--- config.mk ---
export PLATFORM = sky130hd
export DESIGN_NAME = core_top
export DESIGN_NICKNAME = d
export VERILOG_FILES = /design/src/common/core_cfg_pkg.sv /design/src/common/rv_isa_pkg.sv /design/src/fetch/fetch_stage.sv /design/src/rtl/core_top.sv /design/src/rtl/decode_stage.sv /design/src/rtl/execute_stage.sv /design/src/rtl/reg_file.sv
export SDC_FILE = /design/constraint.sdc
export NUM_CORES = 2
export LEC_CHECK = 0
export ABC_CLOCK_PERIOD_IN_PS = 7900
export BUFFER_PORTS_ARGS = -buffer_cell sky130_fd_sc_hd__buf_2
export CAP_MARGIN = 10
export CORE_MARGIN = 4
export CORE_UTILIZATION = 55
export DETAILED_ROUTE_END_ITERATION = 8
export PLACE_DENSITY_LB_ADDON = 0.08
export SLEW_MARGIN = 20
export SYNTH_ARGS = -nofsm -noshare
export SYNTH_HDL_FRONTEND = slang
export SYNTH_HIERARCHICAL = 1
export SYNTH_SLANG_ARGS = --single-unit
--- constraint.sdc ---
create_clock -name clk -period 7.9 [get_ports clk]
set_clock_uncertainty 0.2 [all_clocks]
set_input_delay 1.185 -clock clk [delete_from_list [all_inputs] [get_ports clk]]
set_output_delay 1.185 -clock clk [all_outputs]
set_load 0.01 [all_outputs]
--- src/common/core_cfg_pkg.sv ---
/* Core-wide widths, register index type and reset vector. */
package core_cfg_pkg;

    localparam int XLEN     = 32;
    localparam int NUM_REGS = 32;

    typedef logic [XLEN-1:0] word_t;  // data and address
    typedef logic [4:0]      reg_idx_t;

    localparam word_t RESET_PC   = 32'h8000_0000;
    localparam word_t INST_BYTES = 32'd4;  // sequential pc step

endpackage

--- src/common/rv_isa_pkg.sv ---
/* RV32I encodings and decode enums shared by the decode and execute stages.
   Import into any module that classifies or executes instructions. */
package rv_isa_pkg;

    typedef logic [6:0] opcode_t;
    typedef logic [2:0] funct3_t;

    // major opcodes kept by this core
    localparam opcode_t OPC_OP     = 7'b0110011;
    localparam opcode_t OPC_OP_IMM = 7'b0010011;
    localparam opcode_t OPC_LUI    = 7'b0110111;
    localparam opcode_t OPC_AUIPC  = 7'b0010111;
    localparam opcode_t OPC_JAL    = 7'b1101111;
    localparam opcode_t OPC_JALR   = 7'b1100111;
    localparam opcode_t OPC_BRANCH = 7'b1100011;

    // branch conditions
    localparam funct3_t F3_BEQ  = 3'b000;
    localparam funct3_t F3_BNE  = 3'b001;
    localparam funct3_t F3_BLT  = 3'b100;
    localparam funct3_t F3_BGE  = 3'b101;
    localparam funct3_t F3_BLTU = 3'b110;
    localparam funct3_t F3_BGEU = 3'b111;

    localparam logic [6:0] F7_ALT = 7'b0100000;  // sub / sra

    typedef enum logic [2:0] {
        FMT_R,
        FMT_I,  // also jalr
        FMT_U,
        FMT_J,
        FMT_B,
        FMT_N   // unknown opcode, retires as a nop
    } inst_fmt_t;

    typedef enum logic [3:0] {
        ALU_ADD,
        ALU_SUB,
        ALU_SLL,
        ALU_SLT,
        ALU_SLTU,
        ALU_XOR,
        ALU_SRL,
        ALU_SRA,
        ALU_OR,
        ALU_AND
    } alu_op_t;

endpackage

--- src/fetch/fetch_stage.sv ---
/* Holds pc and the current instruction, and steps each instruction through
   request, wait-for-memory and a single execute cycle. */
`timescale 1ns/1ns

module fetch_stage import core_cfg_pkg::*; (
    input  logic  clk,
    input  logic  reset,
    input  logic  imem_valid,
    input  word_t imem_data,
    input  word_t next_pc,
    output logic  imem_req,
    output word_t imem_addr,
    output word_t inst,
    output word_t pc,
    output logic  exec_valid
);

    typedef enum logic [1:0] {
        REQ,
        WAIT,
        EXEC
    } fetch_state_t;

    fetch_state_t state;

    // imem_req is registered so it stays low through reset;
    // right after reset REQ spends one extra cycle raising it
    always_ff @(posedge clk) begin
        if (reset) begin
            state    <= REQ;
            imem_req <= 1'b0;
        end else begin
            case (state)
                REQ: begin
                    if (imem_req) begin
                        imem_req <= 1'b0;
                        state    <= WAIT;
                    end else begin
                        imem_req <= 1'b1;
                    end
                end
                WAIT: if (imem_valid) state <= EXEC;
                EXEC: begin
                    imem_req <= 1'b1;  // next fetch right after retire
                    state    <= REQ;
                end
                default: state <= REQ;
            endcase
        end
    end

    always_ff @(posedge clk) begin
        if (reset) begin
            pc <= RESET_PC;
        end else if (state == EXEC) begin
            pc <= next_pc;  // same edge as the register write
        end
    end

    // stray strobes outside WAIT are dropped
    always_ff @(posedge clk) begin
        if (state == WAIT && imem_valid) inst <= imem_data;
    end

    assign exec_valid = (state == EXEC);
    assign imem_addr  = pc;

    a_req_only_in_req: assert property (@(posedge clk) disable iff (reset)
        imem_req |-> state == REQ);

    a_pc_aligned: assert property (@(posedge clk) disable iff (reset)
        pc[1:0] == 2'b00);

endmodule

--- src/rtl/core_top.sv ---
/* Multicycle RV32I core top: fetch, decode, register file and execute,
   with an instruction memory port and a retire port for checking. */
`timescale 1ns/1ns

module core_top import rv_isa_pkg::*, core_cfg_pkg::*; (
    input  logic     clk,
    input  logic     reset,
    output logic     imem_req,
    output word_t    imem_addr,
    input  logic     imem_valid,
    input  word_t    imem_data,
    output logic     retire_valid,
    output word_t    retire_pc,
    output logic     retire_we,
    output reg_idx_t retire_rd,
    output word_t    retire_data
);

    word_t     inst;
    word_t     pc;
    word_t     next_pc;
    word_t     imm;
    word_t     rs1_data;
    word_t     rs2_data;
    word_t     rd_wdata;
    logic      exec_valid;
    logic      rd_we;
    opcode_t   opcode;
    funct3_t   funct3;
    reg_idx_t  rs1;
    reg_idx_t  rs2;
    reg_idx_t  rd;
    inst_fmt_t fmt;
    alu_op_t   alu_op;

    fetch_stage fetch_i (
        .clk        (clk),
        .reset      (reset),
        .imem_valid (imem_valid),
        .imem_data  (imem_data),
        .next_pc    (next_pc),
        .imem_req   (imem_req),
        .imem_addr  (imem_addr),
        .inst       (inst),
        .pc         (pc),
        .exec_valid (exec_valid)
    );

    decode_stage decode_i (
        .inst   (inst),
        .opcode (opcode),
        .funct3 (funct3),
        .rs1    (rs1),
        .rs2    (rs2),
        .rd     (rd),
        .imm    (imm),
        .fmt    (fmt),
        .alu_op (alu_op)
    );

    reg_file reg_file_i (
        .clk    (clk),
        .reset  (reset),
        .we     (rd_we),
        .waddr  (rd),
        .raddr1 (rs1),
        .raddr2 (rs2),
        .wdata  (rd_wdata),
        .rdata1 (rs1_data),
        .rdata2 (rs2_data)
    );

    execute_stage execute_i (
        .exec_valid (exec_valid),
        .fmt        (fmt),
        .alu_op     (alu_op),
        .opcode     (opcode),
        .funct3     (funct3),
        .pc         (pc),
        .imm        (imm),
        .rs1_data   (rs1_data),
        .rs2_data   (rs2_data),
        .next_pc    (next_pc),
        .rd_we      (rd_we),
        .rd_wdata   (rd_wdata)
    );

    // retire reports the execute cycle as it happens
    assign retire_valid = exec_valid;
    assign retire_pc    = pc;
    assign retire_we    = rd_we;
    assign retire_rd    = rd;
    assign retire_data  = rd_wdata;

endmodule

--- src/rtl/decode_stage.sv ---
/* Combinational decode: register fields, instruction format, sign-extended
   immediate and the ALU operation for the execute stage. */
`timescale 1ns/1ns

module decode_stage import rv_isa_pkg::*, core_cfg_pkg::*; (
    input  word_t     inst,
    output opcode_t   opcode,
    output funct3_t   funct3,
    output reg_idx_t  rs1,
    output reg_idx_t  rs2,
    output reg_idx_t  rd,
    output word_t     imm,
    output inst_fmt_t fmt,
    output alu_op_t   alu_op
);

    logic [6:0] funct7;

    assign opcode = inst[6:0];
    assign rd     = inst[11:7];
    assign funct3 = inst[14:12];
    assign rs1    = inst[19:15];
    assign rs2    = inst[24:20];
    assign funct7 = inst[31:25];

    always_comb begin
        case (opcode)
            OPC_OP:               fmt = FMT_R;
            OPC_OP_IMM, OPC_JALR: fmt = FMT_I;
            OPC_LUI, OPC_AUIPC:   fmt = FMT_U;
            OPC_JAL:              fmt = FMT_J;
            OPC_BRANCH:           fmt = FMT_B;
            default:              fmt = FMT_N;
        endcase
    end

    always_comb begin
        case (fmt)
            FMT_I: imm = {{20{inst[31]}}, inst[31:20]};
            FMT_U: imm = {inst[31:12], 12'b0};
            FMT_J: imm = {{12{inst[31]}}, inst[19:12], inst[20], inst[30:21], 1'b0};
            FMT_B: imm = {{20{inst[31]}}, inst[7], inst[30:25], inst[11:8], 1'b0};
            default: imm = '0;
        endcase
    end

    // address math for jumps, branches and auipc all uses add
    always_comb begin
        alu_op = ALU_ADD;
        if (opcode == OPC_OP || opcode == OPC_OP_IMM) begin
            case (funct3)
                3'b000: begin
                    // addi has no sub form
                    if (fmt == FMT_R && funct7 == F7_ALT) alu_op = ALU_SUB;
                end
                3'b001: alu_op = ALU_SLL;
                3'b010: alu_op = ALU_SLT;
                3'b011: alu_op = ALU_SLTU;
                3'b100: alu_op = ALU_XOR;
                3'b101: alu_op = funct7[5] ? ALU_SRA : ALU_SRL;  // srai too
                3'b110: alu_op = ALU_OR;
                3'b111: alu_op = ALU_AND;
                default: alu_op = ALU_ADD;
            endcase
        end
    end

endmodule

--- src/rtl/execute_stage.sv ---
/* Combinational execute: operand mux, ALU, branch compare, next pc and the
   writeback value and enable for the register file. */
`timescale 1ns/1ns

module execute_stage import rv_isa_pkg::*, core_cfg_pkg::*; (
    input  logic      exec_valid,
    input  inst_fmt_t fmt,
    input  alu_op_t   alu_op,
    input  opcode_t   opcode,
    input  funct3_t   funct3,
    input  word_t     pc,
    input  word_t     imm,
    input  word_t     rs1_data,
    input  word_t     rs2_data,
    output word_t     next_pc,
    output logic      rd_we,
    output word_t     rd_wdata
);

    word_t      op_a;
    word_t      op_b;
    word_t      alu_res;
    word_t      seq_pc;
    word_t      target;
    logic [4:0] shamt;
    logic       taken;
    logic       is_jump;

    always_comb begin
        op_a = rs1_data;
        op_b = imm;
        case (fmt)
            FMT_R:        op_b = rs2_data;
            FMT_U:        op_a = (opcode == OPC_LUI) ? '0 : pc;
            FMT_J, FMT_B: op_a = pc;
            default:      op_a = rs1_data;  // I format
        endcase
    end

    assign shamt = op_b[4:0];

    always_comb begin
        case (alu_op)
            ALU_ADD:  alu_res = op_a + op_b;
            ALU_SUB:  alu_res = op_a - op_b;
            ALU_SLL:  alu_res = op_a << shamt;
            ALU_SLT:  alu_res = {{(XLEN-1){1'b0}}, $signed(op_a) < $signed(op_b)};
            ALU_SLTU: alu_res = {{(XLEN-1){1'b0}}, op_a < op_b};
            ALU_XOR:  alu_res = op_a ^ op_b;
            ALU_SRL:  alu_res = op_a >> shamt;
            ALU_SRA:  alu_res = word_t'($signed(op_a) >>> shamt);
            ALU_OR:   alu_res = op_a | op_b;
            ALU_AND:  alu_res = op_a & op_b;
            default:  alu_res = op_a + op_b;
        endcase
    end

    // compare the raw register values, the alu is busy with the target
    always_comb begin
        case (funct3)
            F3_BEQ:  taken = (rs1_data == rs2_data);
            F3_BNE:  taken = (rs1_data != rs2_data);
            F3_BLT:  taken = ($signed(rs1_data) < $signed(rs2_data));
            F3_BGE:  taken = ($signed(rs1_data) >= $signed(rs2_data));
            F3_BLTU: taken = (rs1_data < rs2_data);
            F3_BGEU: taken = (rs1_data >= rs2_data);
            default: taken = 1'b0;
        endcase
    end

    assign is_jump = (fmt == FMT_J) || (opcode == OPC_JALR);
    assign seq_pc  = pc + INST_BYTES;
    assign target  = (opcode == OPC_JALR) ? {alu_res[XLEN-1:1], 1'b0} : alu_res;

    assign next_pc = (is_jump || (fmt == FMT_B && taken)) ? target : seq_pc;

    assign rd_we = exec_valid &&
        (fmt == FMT_R || fmt == FMT_I || fmt == FMT_U || fmt == FMT_J);
    assign rd_wdata = is_jump ? seq_pc : alu_res;  // link address for jal/jalr

    // a jump landing off a word boundary would fetch garbage next
    always_comb begin
        if (rd_we && is_jump) begin
            a_jump_aligned: assert final (next_pc[1:0] == 2'b00);
        end
    end

endmodule

--- src/rtl/reg_file.sv ---
/* 32-entry integer register file with two combinational read ports and one
   synchronous write port; x0 reads as zero. */
`timescale 1ns/1ns

module reg_file import core_cfg_pkg::*; (
    input  logic     clk,
    input  logic     reset,
    input  logic     we,
    input  reg_idx_t waddr,
    input  reg_idx_t raddr1,
    input  reg_idx_t raddr2,
    input  word_t    wdata,
    output word_t    rdata1,
    output word_t    rdata2
);

    word_t regs [NUM_REGS];

    always_ff @(posedge clk) begin
        if (reset) begin
            for (int i = 0; i < NUM_REGS; i++) begin
                regs[i] <= '0;
            end
        end else if (we && waddr != '0) begin  // x0 writes dropped
            regs[waddr] <= wdata;
        end
    end

    assign rdata1 = (raddr1 == '0) ? '0 : regs[raddr1];
    assign rdata2 = (raddr2 == '0) ? '0 : regs[raddr2];

    // the fetch FSM must hold off execute while the core is in reset
    a_no_write_in_reset: assert property (@(posedge clk) reset |-> !we);

endmodule

## Word level (Yosys, flattened, before mapping)

Memories as Yosys holds them, arrays and structs flattened. A register that Yosys moved wholly into a read port is not among the register bits.
Index checks and enable logic that the tools add are counted.

- Bits in registers: 67
- Bits in writable memories: 1024
- Bits of input ports: 35
- Logic and storage cells: 108
- Memories kept: 1

- Add/sub/neg operators: 3
- Magnitude comparators: 6
- Equal/unequal tests: 34
- Shift operators: 3
- Muxes and demuxes: 31
- Bitwise logic cells: 3
- Reductions and logical operators: 23

Memories:

| name | depth | bits a word | read ports | clocked after Yosys merged registers in | wr ports | line | source |
|---|---|---|---|---|---|---|---|
| reg_file_i.regs | 32 | 32 | 2 | 2 | 32 | reg_file.sv:17 | `word_t regs [NUM_REGS];` |

Operator list:

| kind | number |
|---|---|
| $pmux W32 S9 | 1 |
| $mux W32 | 7 |
| $lt A32 B32 Y1 | 4 |
| $pmux W32 S4 | 1 |
| $ge A32 B32 Y1 | 2 |
| $pmux W32 S2 | 1 |
| $add A32 B3 Y32 const B | 1 |
| $add A32 B32 Y32 | 1 |
| $and A32 B32 Y32 | 1 |
| $eq A32 B32 Y1 | 1 |
| $ne A32 B32 Y1 | 1 |
| $or A32 B32 Y32 | 1 |
| $pmux W4 S8 | 1 |
| $reduce_or A32 Y1 | 1 |
| $shl A32 B5 Y32 | 1 |
| $shr A32 B5 Y32 | 1 |
| $sshr A32 B5 Y32 | 1 |
| $sub A32 B32 Y32 | 1 |
| $xor A32 B32 Y32 | 1 |
| $eq A7 B6 Y1 const B | 3 |
| $eq A7 B7 Y1 const B | 3 |
| $eq A4 B3 Y1 const B | 4 |
| $eq A3 B3 Y1 const B | 5 |
| $mux W5 | 3 |
| 26 further kinds | 56 |

## Logic depth before layout (Yosys ltp)

- Depth in word-level cells: 14
- Mapped depth: 29
- Mapped depth without buffers: 21

## Cells and area by module

The synthesis kept the hierarchy.

Modules (own cells, without submodules):

| module | instances | cells each | area an instance (sq um) |
|---|---|---|---|
| reg_file | 1 | 3502 | 54253.3 |
| execute_stage | 1 | 1757 | 12160.4 |
| fetch_stage | 1 | 219 | 2892.8 |
| decode_stage | 1 | 122 | 838.3 |

## Least setup slack after synthesis

OpenSTA, ideal clock, no wires.

- Path kind: register to output
- From: reg fetch_i.inst[22]
- To: out retire_data[31]
- Arrival time: 5.957 ns
- Slack: 0.558 ns
- Cell stages (with the launch flop): 25
- Buffers on the path: 8
- Path through: edfxtp_1 -> buf_4 -> buf_2 -> buf_2 -> clkbuf_1 -> mux4_2 -> a22o_1 -> a2111oi_0 -> nor3_1 -> mux2i_1 -> buf_2 -> buf_2 -> buf_2 -> buf_2 -> ha_1 -> nor2b_1 -> o21ai_0 -> o211ai_1 -> a21oi_1 -> o221a_2 -> a21oi_1 -> o41ai_1 -> a21oi_1 -> o2bb2ai_1 -> a31oi_1

- Word-level cells in the longest chain between the ends: 6
- Elaborated cells between the ends (all ways): 14
- Those cells by class: 2 x add/sub; 3 x shift; 5 x mux; 3 x bitwise; 1 x reduce/logical

Ends and longest elaborated chain:

| item | line | source |
|---|---|---|
| start: declaration | fetch_stage.sv:13 | `output word_t inst,` |
| start signal: assignment | fetch_stage.sv:62 | `if (state == WAIT && imem_valid) inst <= imem_data;` |
| $logic_not A5 Y1 (*) | reg_file.sv:30 | `assign rdata2 = (raddr2 == '0) ? '0 : regs[raddr2];` |
| $mux W32 (*) | reg_file.sv:30 |  |
| net rs2_data[1] | core_top.sv:24 | `word_t rs2_data;` |
| $mux W32 (*) | execute_stage.sv:32 | `case (fmt)` |
| $add A32 B32 Y32, or another cell as far along | execute_stage.sv:44, execute_stage.sv:54 |  |
| $pmux W32 S9 (*) | execute_stage.sv:43 | `case (alu_op)` |
| $mux W32 (*) | execute_stage.sv:79 | `assign rd_wdata = is_jump ? seq_pc : alu_res;` |
| end: declaration | core_top.sv:16 | `output word_t retire_data` |

Mark *: on every way through the listed nets, which the timed path passes. The rest lies on a longest branch.

## Final worst setup path

- From: reg fetch_i.inst[20]
- To: out retire_data[15]

Same word-level chain as after synthesis.

==> metrics.yaml <==
sta:
  setup_violations: 5
  finalHoldViolations: 0
  slew-limit-headroom_pct: 20.29
  rsz0062_at_grt: "true"
  max_freq_mhz: 124.5
  drv_slew: 0
  min_period_ns: 8.032
  worst_slew_pin_slew_ns: 1.189
  finalWorstSetupSlack_ns: -0.1318
  fin_crit_sh_pct: 101.7
die:
  initial_utilization_pct: 55.57
  dieArea_um2: 133300
  rows: 130
  ios: 139
  core_um2: 126200
  fp.dieW_um: 365.1
  die_y_um: 365.1
global_route:
  grt_pass1_vias: 52241
  grt_pass1_wl_mm: 406.2
  overflow: 0
  grt_usage_pct: 43.64
  grt_start_max_net_pins: 73
  antenna_found_initial: 28
power:
  leakage_uw: 0.03100
  p_per_area_nw_per_um2: 183.6
  total_power_uw: 15060
  ir_worst_vdd_mv: 0.1891
clock_tree:
  clk_pin_slew_ns: 0.06
  clock-sinks: 1091
  cts.path.max_buffers: 3
  ctsHoldBuffers: 0
  cts_tree: "yes"
  root_buffer: "clkbuf_16"
  clkLatencyLatePin_ns: 0.79
  cts_made_buffers: 118
  h-tree-depth: 3
setup_path:
  reg2reg_from: "fetch_i/inst[22]"
  cp_slowest_cell: "o21ai_0"
  cpPeakStageDelay_ns: 0.59
  cp_max_fo: 25
  cp-end-kind: "primary output"
  start_kind: "flip-flop"
  critPathLaunch: "fetch_i/inst[20]"
  cp_cell_sequence: "buf_4 -> bufbuf_16 -> mux4_2 -> a22o_1 -> a2111oi_2 -> nor3_4 -> or4b_1 -> nand2_2 -> buf_8 -> a311o_1 -> o21ai_0 -> o21ai_0 -> mux2i_1 -> o211ai_1 -> a221oi_2 -> buf_4 -> mux2i_4 -> buf_2"
  arrival_ns: 6.65
  setup.worst_path.class: "reg -> out"
  required_ns: 6.51
final_layout:
  fill_cells: 9494
  area_delta_synth_final_pct: 16.99
  drive_above_1_share_pct: 31.89
  layout.cells.most_common_list: "edfxtp_1, and2_1, buf_4"
  final_common_cell: "edfxtp_1"
  nets: 6069
  finish.utilization_pct: 65.01
logic_synthesis:
  synth_area_leader_cell: "edfxtp_1"
  synthArstFlopShare_pct: 0
  synth_ff_type: "edfxtp_1"
  yosys_warnings: 6
  synth_top_area_share_pct: 45.21
  ys_seq_area_share_pct: 46.21
  syn_area_um2: 70140
  synthCells: 5600
  ys_ff_latch: 1091
  avgSynthCellArea_um2: 12.53
  synth_cell_types: 111
  synth_edf_count: 1056
  post_synth_main_area_contributors: "edfxtp_1, mux4_2, and2_1"
run_status:
  status: "finished with violations"
  violations: "DRC, setup timing"
drt:
  drt_iter0_drc: 9009
  ant_nets: 0
  viasPerCell: 7.239
  drc: 1
  routed_wl_mm: 297.8
  via_count: 55408
  dr.pass1.iters: 9
  post_drt_wl_per_cell_um: 38.91
place:
  numPortBuffers: 138
  place_hpwl_mm: 201.5
  finalWeightedCongestion: 1.116
job:
  max_cap_viol_count: 0
worst_hold_path:
  hp-class: "reg -> reg"
  hp-start: "fetch_i/imem_req"
==> worst max-delay path, delay by kind of cell (launching register included) <==
kind,cells,cell delay [ns]
AOI/OAI and AO/OA,7,2.13
buffers and inverters,5,1.19
DFF,1,0.42
muxes,3,1.06
and+or+nand+nor,3,1.06
==> worst paths after layout <==
kind / to / slack, ns / cells after the start
setup / recovery: retire_data[15] / -0.13 / 18
hold / removal: fetch_i/imem_req / 0.33 / 1
setup reg to reg: fetch_i/imem_addr[24] / 0.89 / 22
hold reg to reg: fetch_i/imem_req / 0.33 / 1
==> kinds of logic after synthesis <==
family,after synthesis,share of synthesized area [%]
AND/OR/NAND/NOR,1808,15.23
flip-flops,1091,46.21
AO/OA/AOI/OAI,935,9.673
multiplexers,856,21.02
buffers and inverters,731,4.916
adder cells (fa/ha/maj),132,2.376
XOR/XNOR,46,0.5744
other,1,0.005346
==> synth_stat cells, drive strengths merged, types with 95 or more instances <==
cell,count
a21oi,132
and2,1008
buf,226
clkbuf,364
edfxtp,1056
ha,130
inv,140
mux2,103
mux2i,270
mux4,483
nand2,149
nor2,182
nor3,95
o21ai,152
o22ai,125
==> timing repair <==
item | in CTS | in global routing
pin swaps | 23 | 53
setup endpoints to repair | 29 | 29
buffers inserted | 32 | 92
gates cloned | 18 | 7
gates resized for setup | 201 | 212
==> registers in the layout, indices dropped and copies added, names as in the netlist <==
name and count:
fetch_i/state 2, fetch_i/inst 32, reg_file_i/regs 1024, fetch_i/imem_req 1, fetch_i/imem_addr 32
==> where the power goes <==
part | switching, µW | total, µW | internal (µW)
sequential | 126 | 6660 | 6540
combinational | 1940 | 3110 | 1170
clock | 2410 | 5290 | 2880
==> stage by stage <==
stage	std cells	TNS (ns)	cell area, µm²	setup slack, ns	hold slack (ns)
global placement	7286	-0.7190	74590	-0.2232	0.3131
detailed placement	7286	-0.6685	74600	-0.1833	0.3261
floorplan	5631	0	70260	0.5584	0.2984
CTS	7547	-0.02746	80020	-0.01775	0.3345
finish	7654	-0.2048	82060	-0.1318	0.3313
global route	7643	-0.3946	82030	-0.08485	0.3584
==> layout make-up <==
| cell class | count | area (µm²) | share of cell area, % |
|---|---|---|---|
| multi-input combinational | 3811 | 36700 | 44.72 |
| sequential | 1091 | 32410 | 39.50 |
| timing repair buffer | 739 | 6696 | 8.160 |
| clock buffer | 150 | 3073 | 3.745 |
| tap | 1650 | 2064 | 2.516 |
| clock inverter | 61 | 548.0 | 0.6678 |
| inverter | 141 | 540.5 | 0.6587 |
| antenna | 11 | 27.53 | 0.03354 |
==> routing by layer <==
metal	global-route usage [%]	share of wire [%]
met1	58.63	36
met2	63.16	43
met4	23.32	6.8
met3	14.46	15
met5	0	0.029
Power figures use the tool's default switching activity.
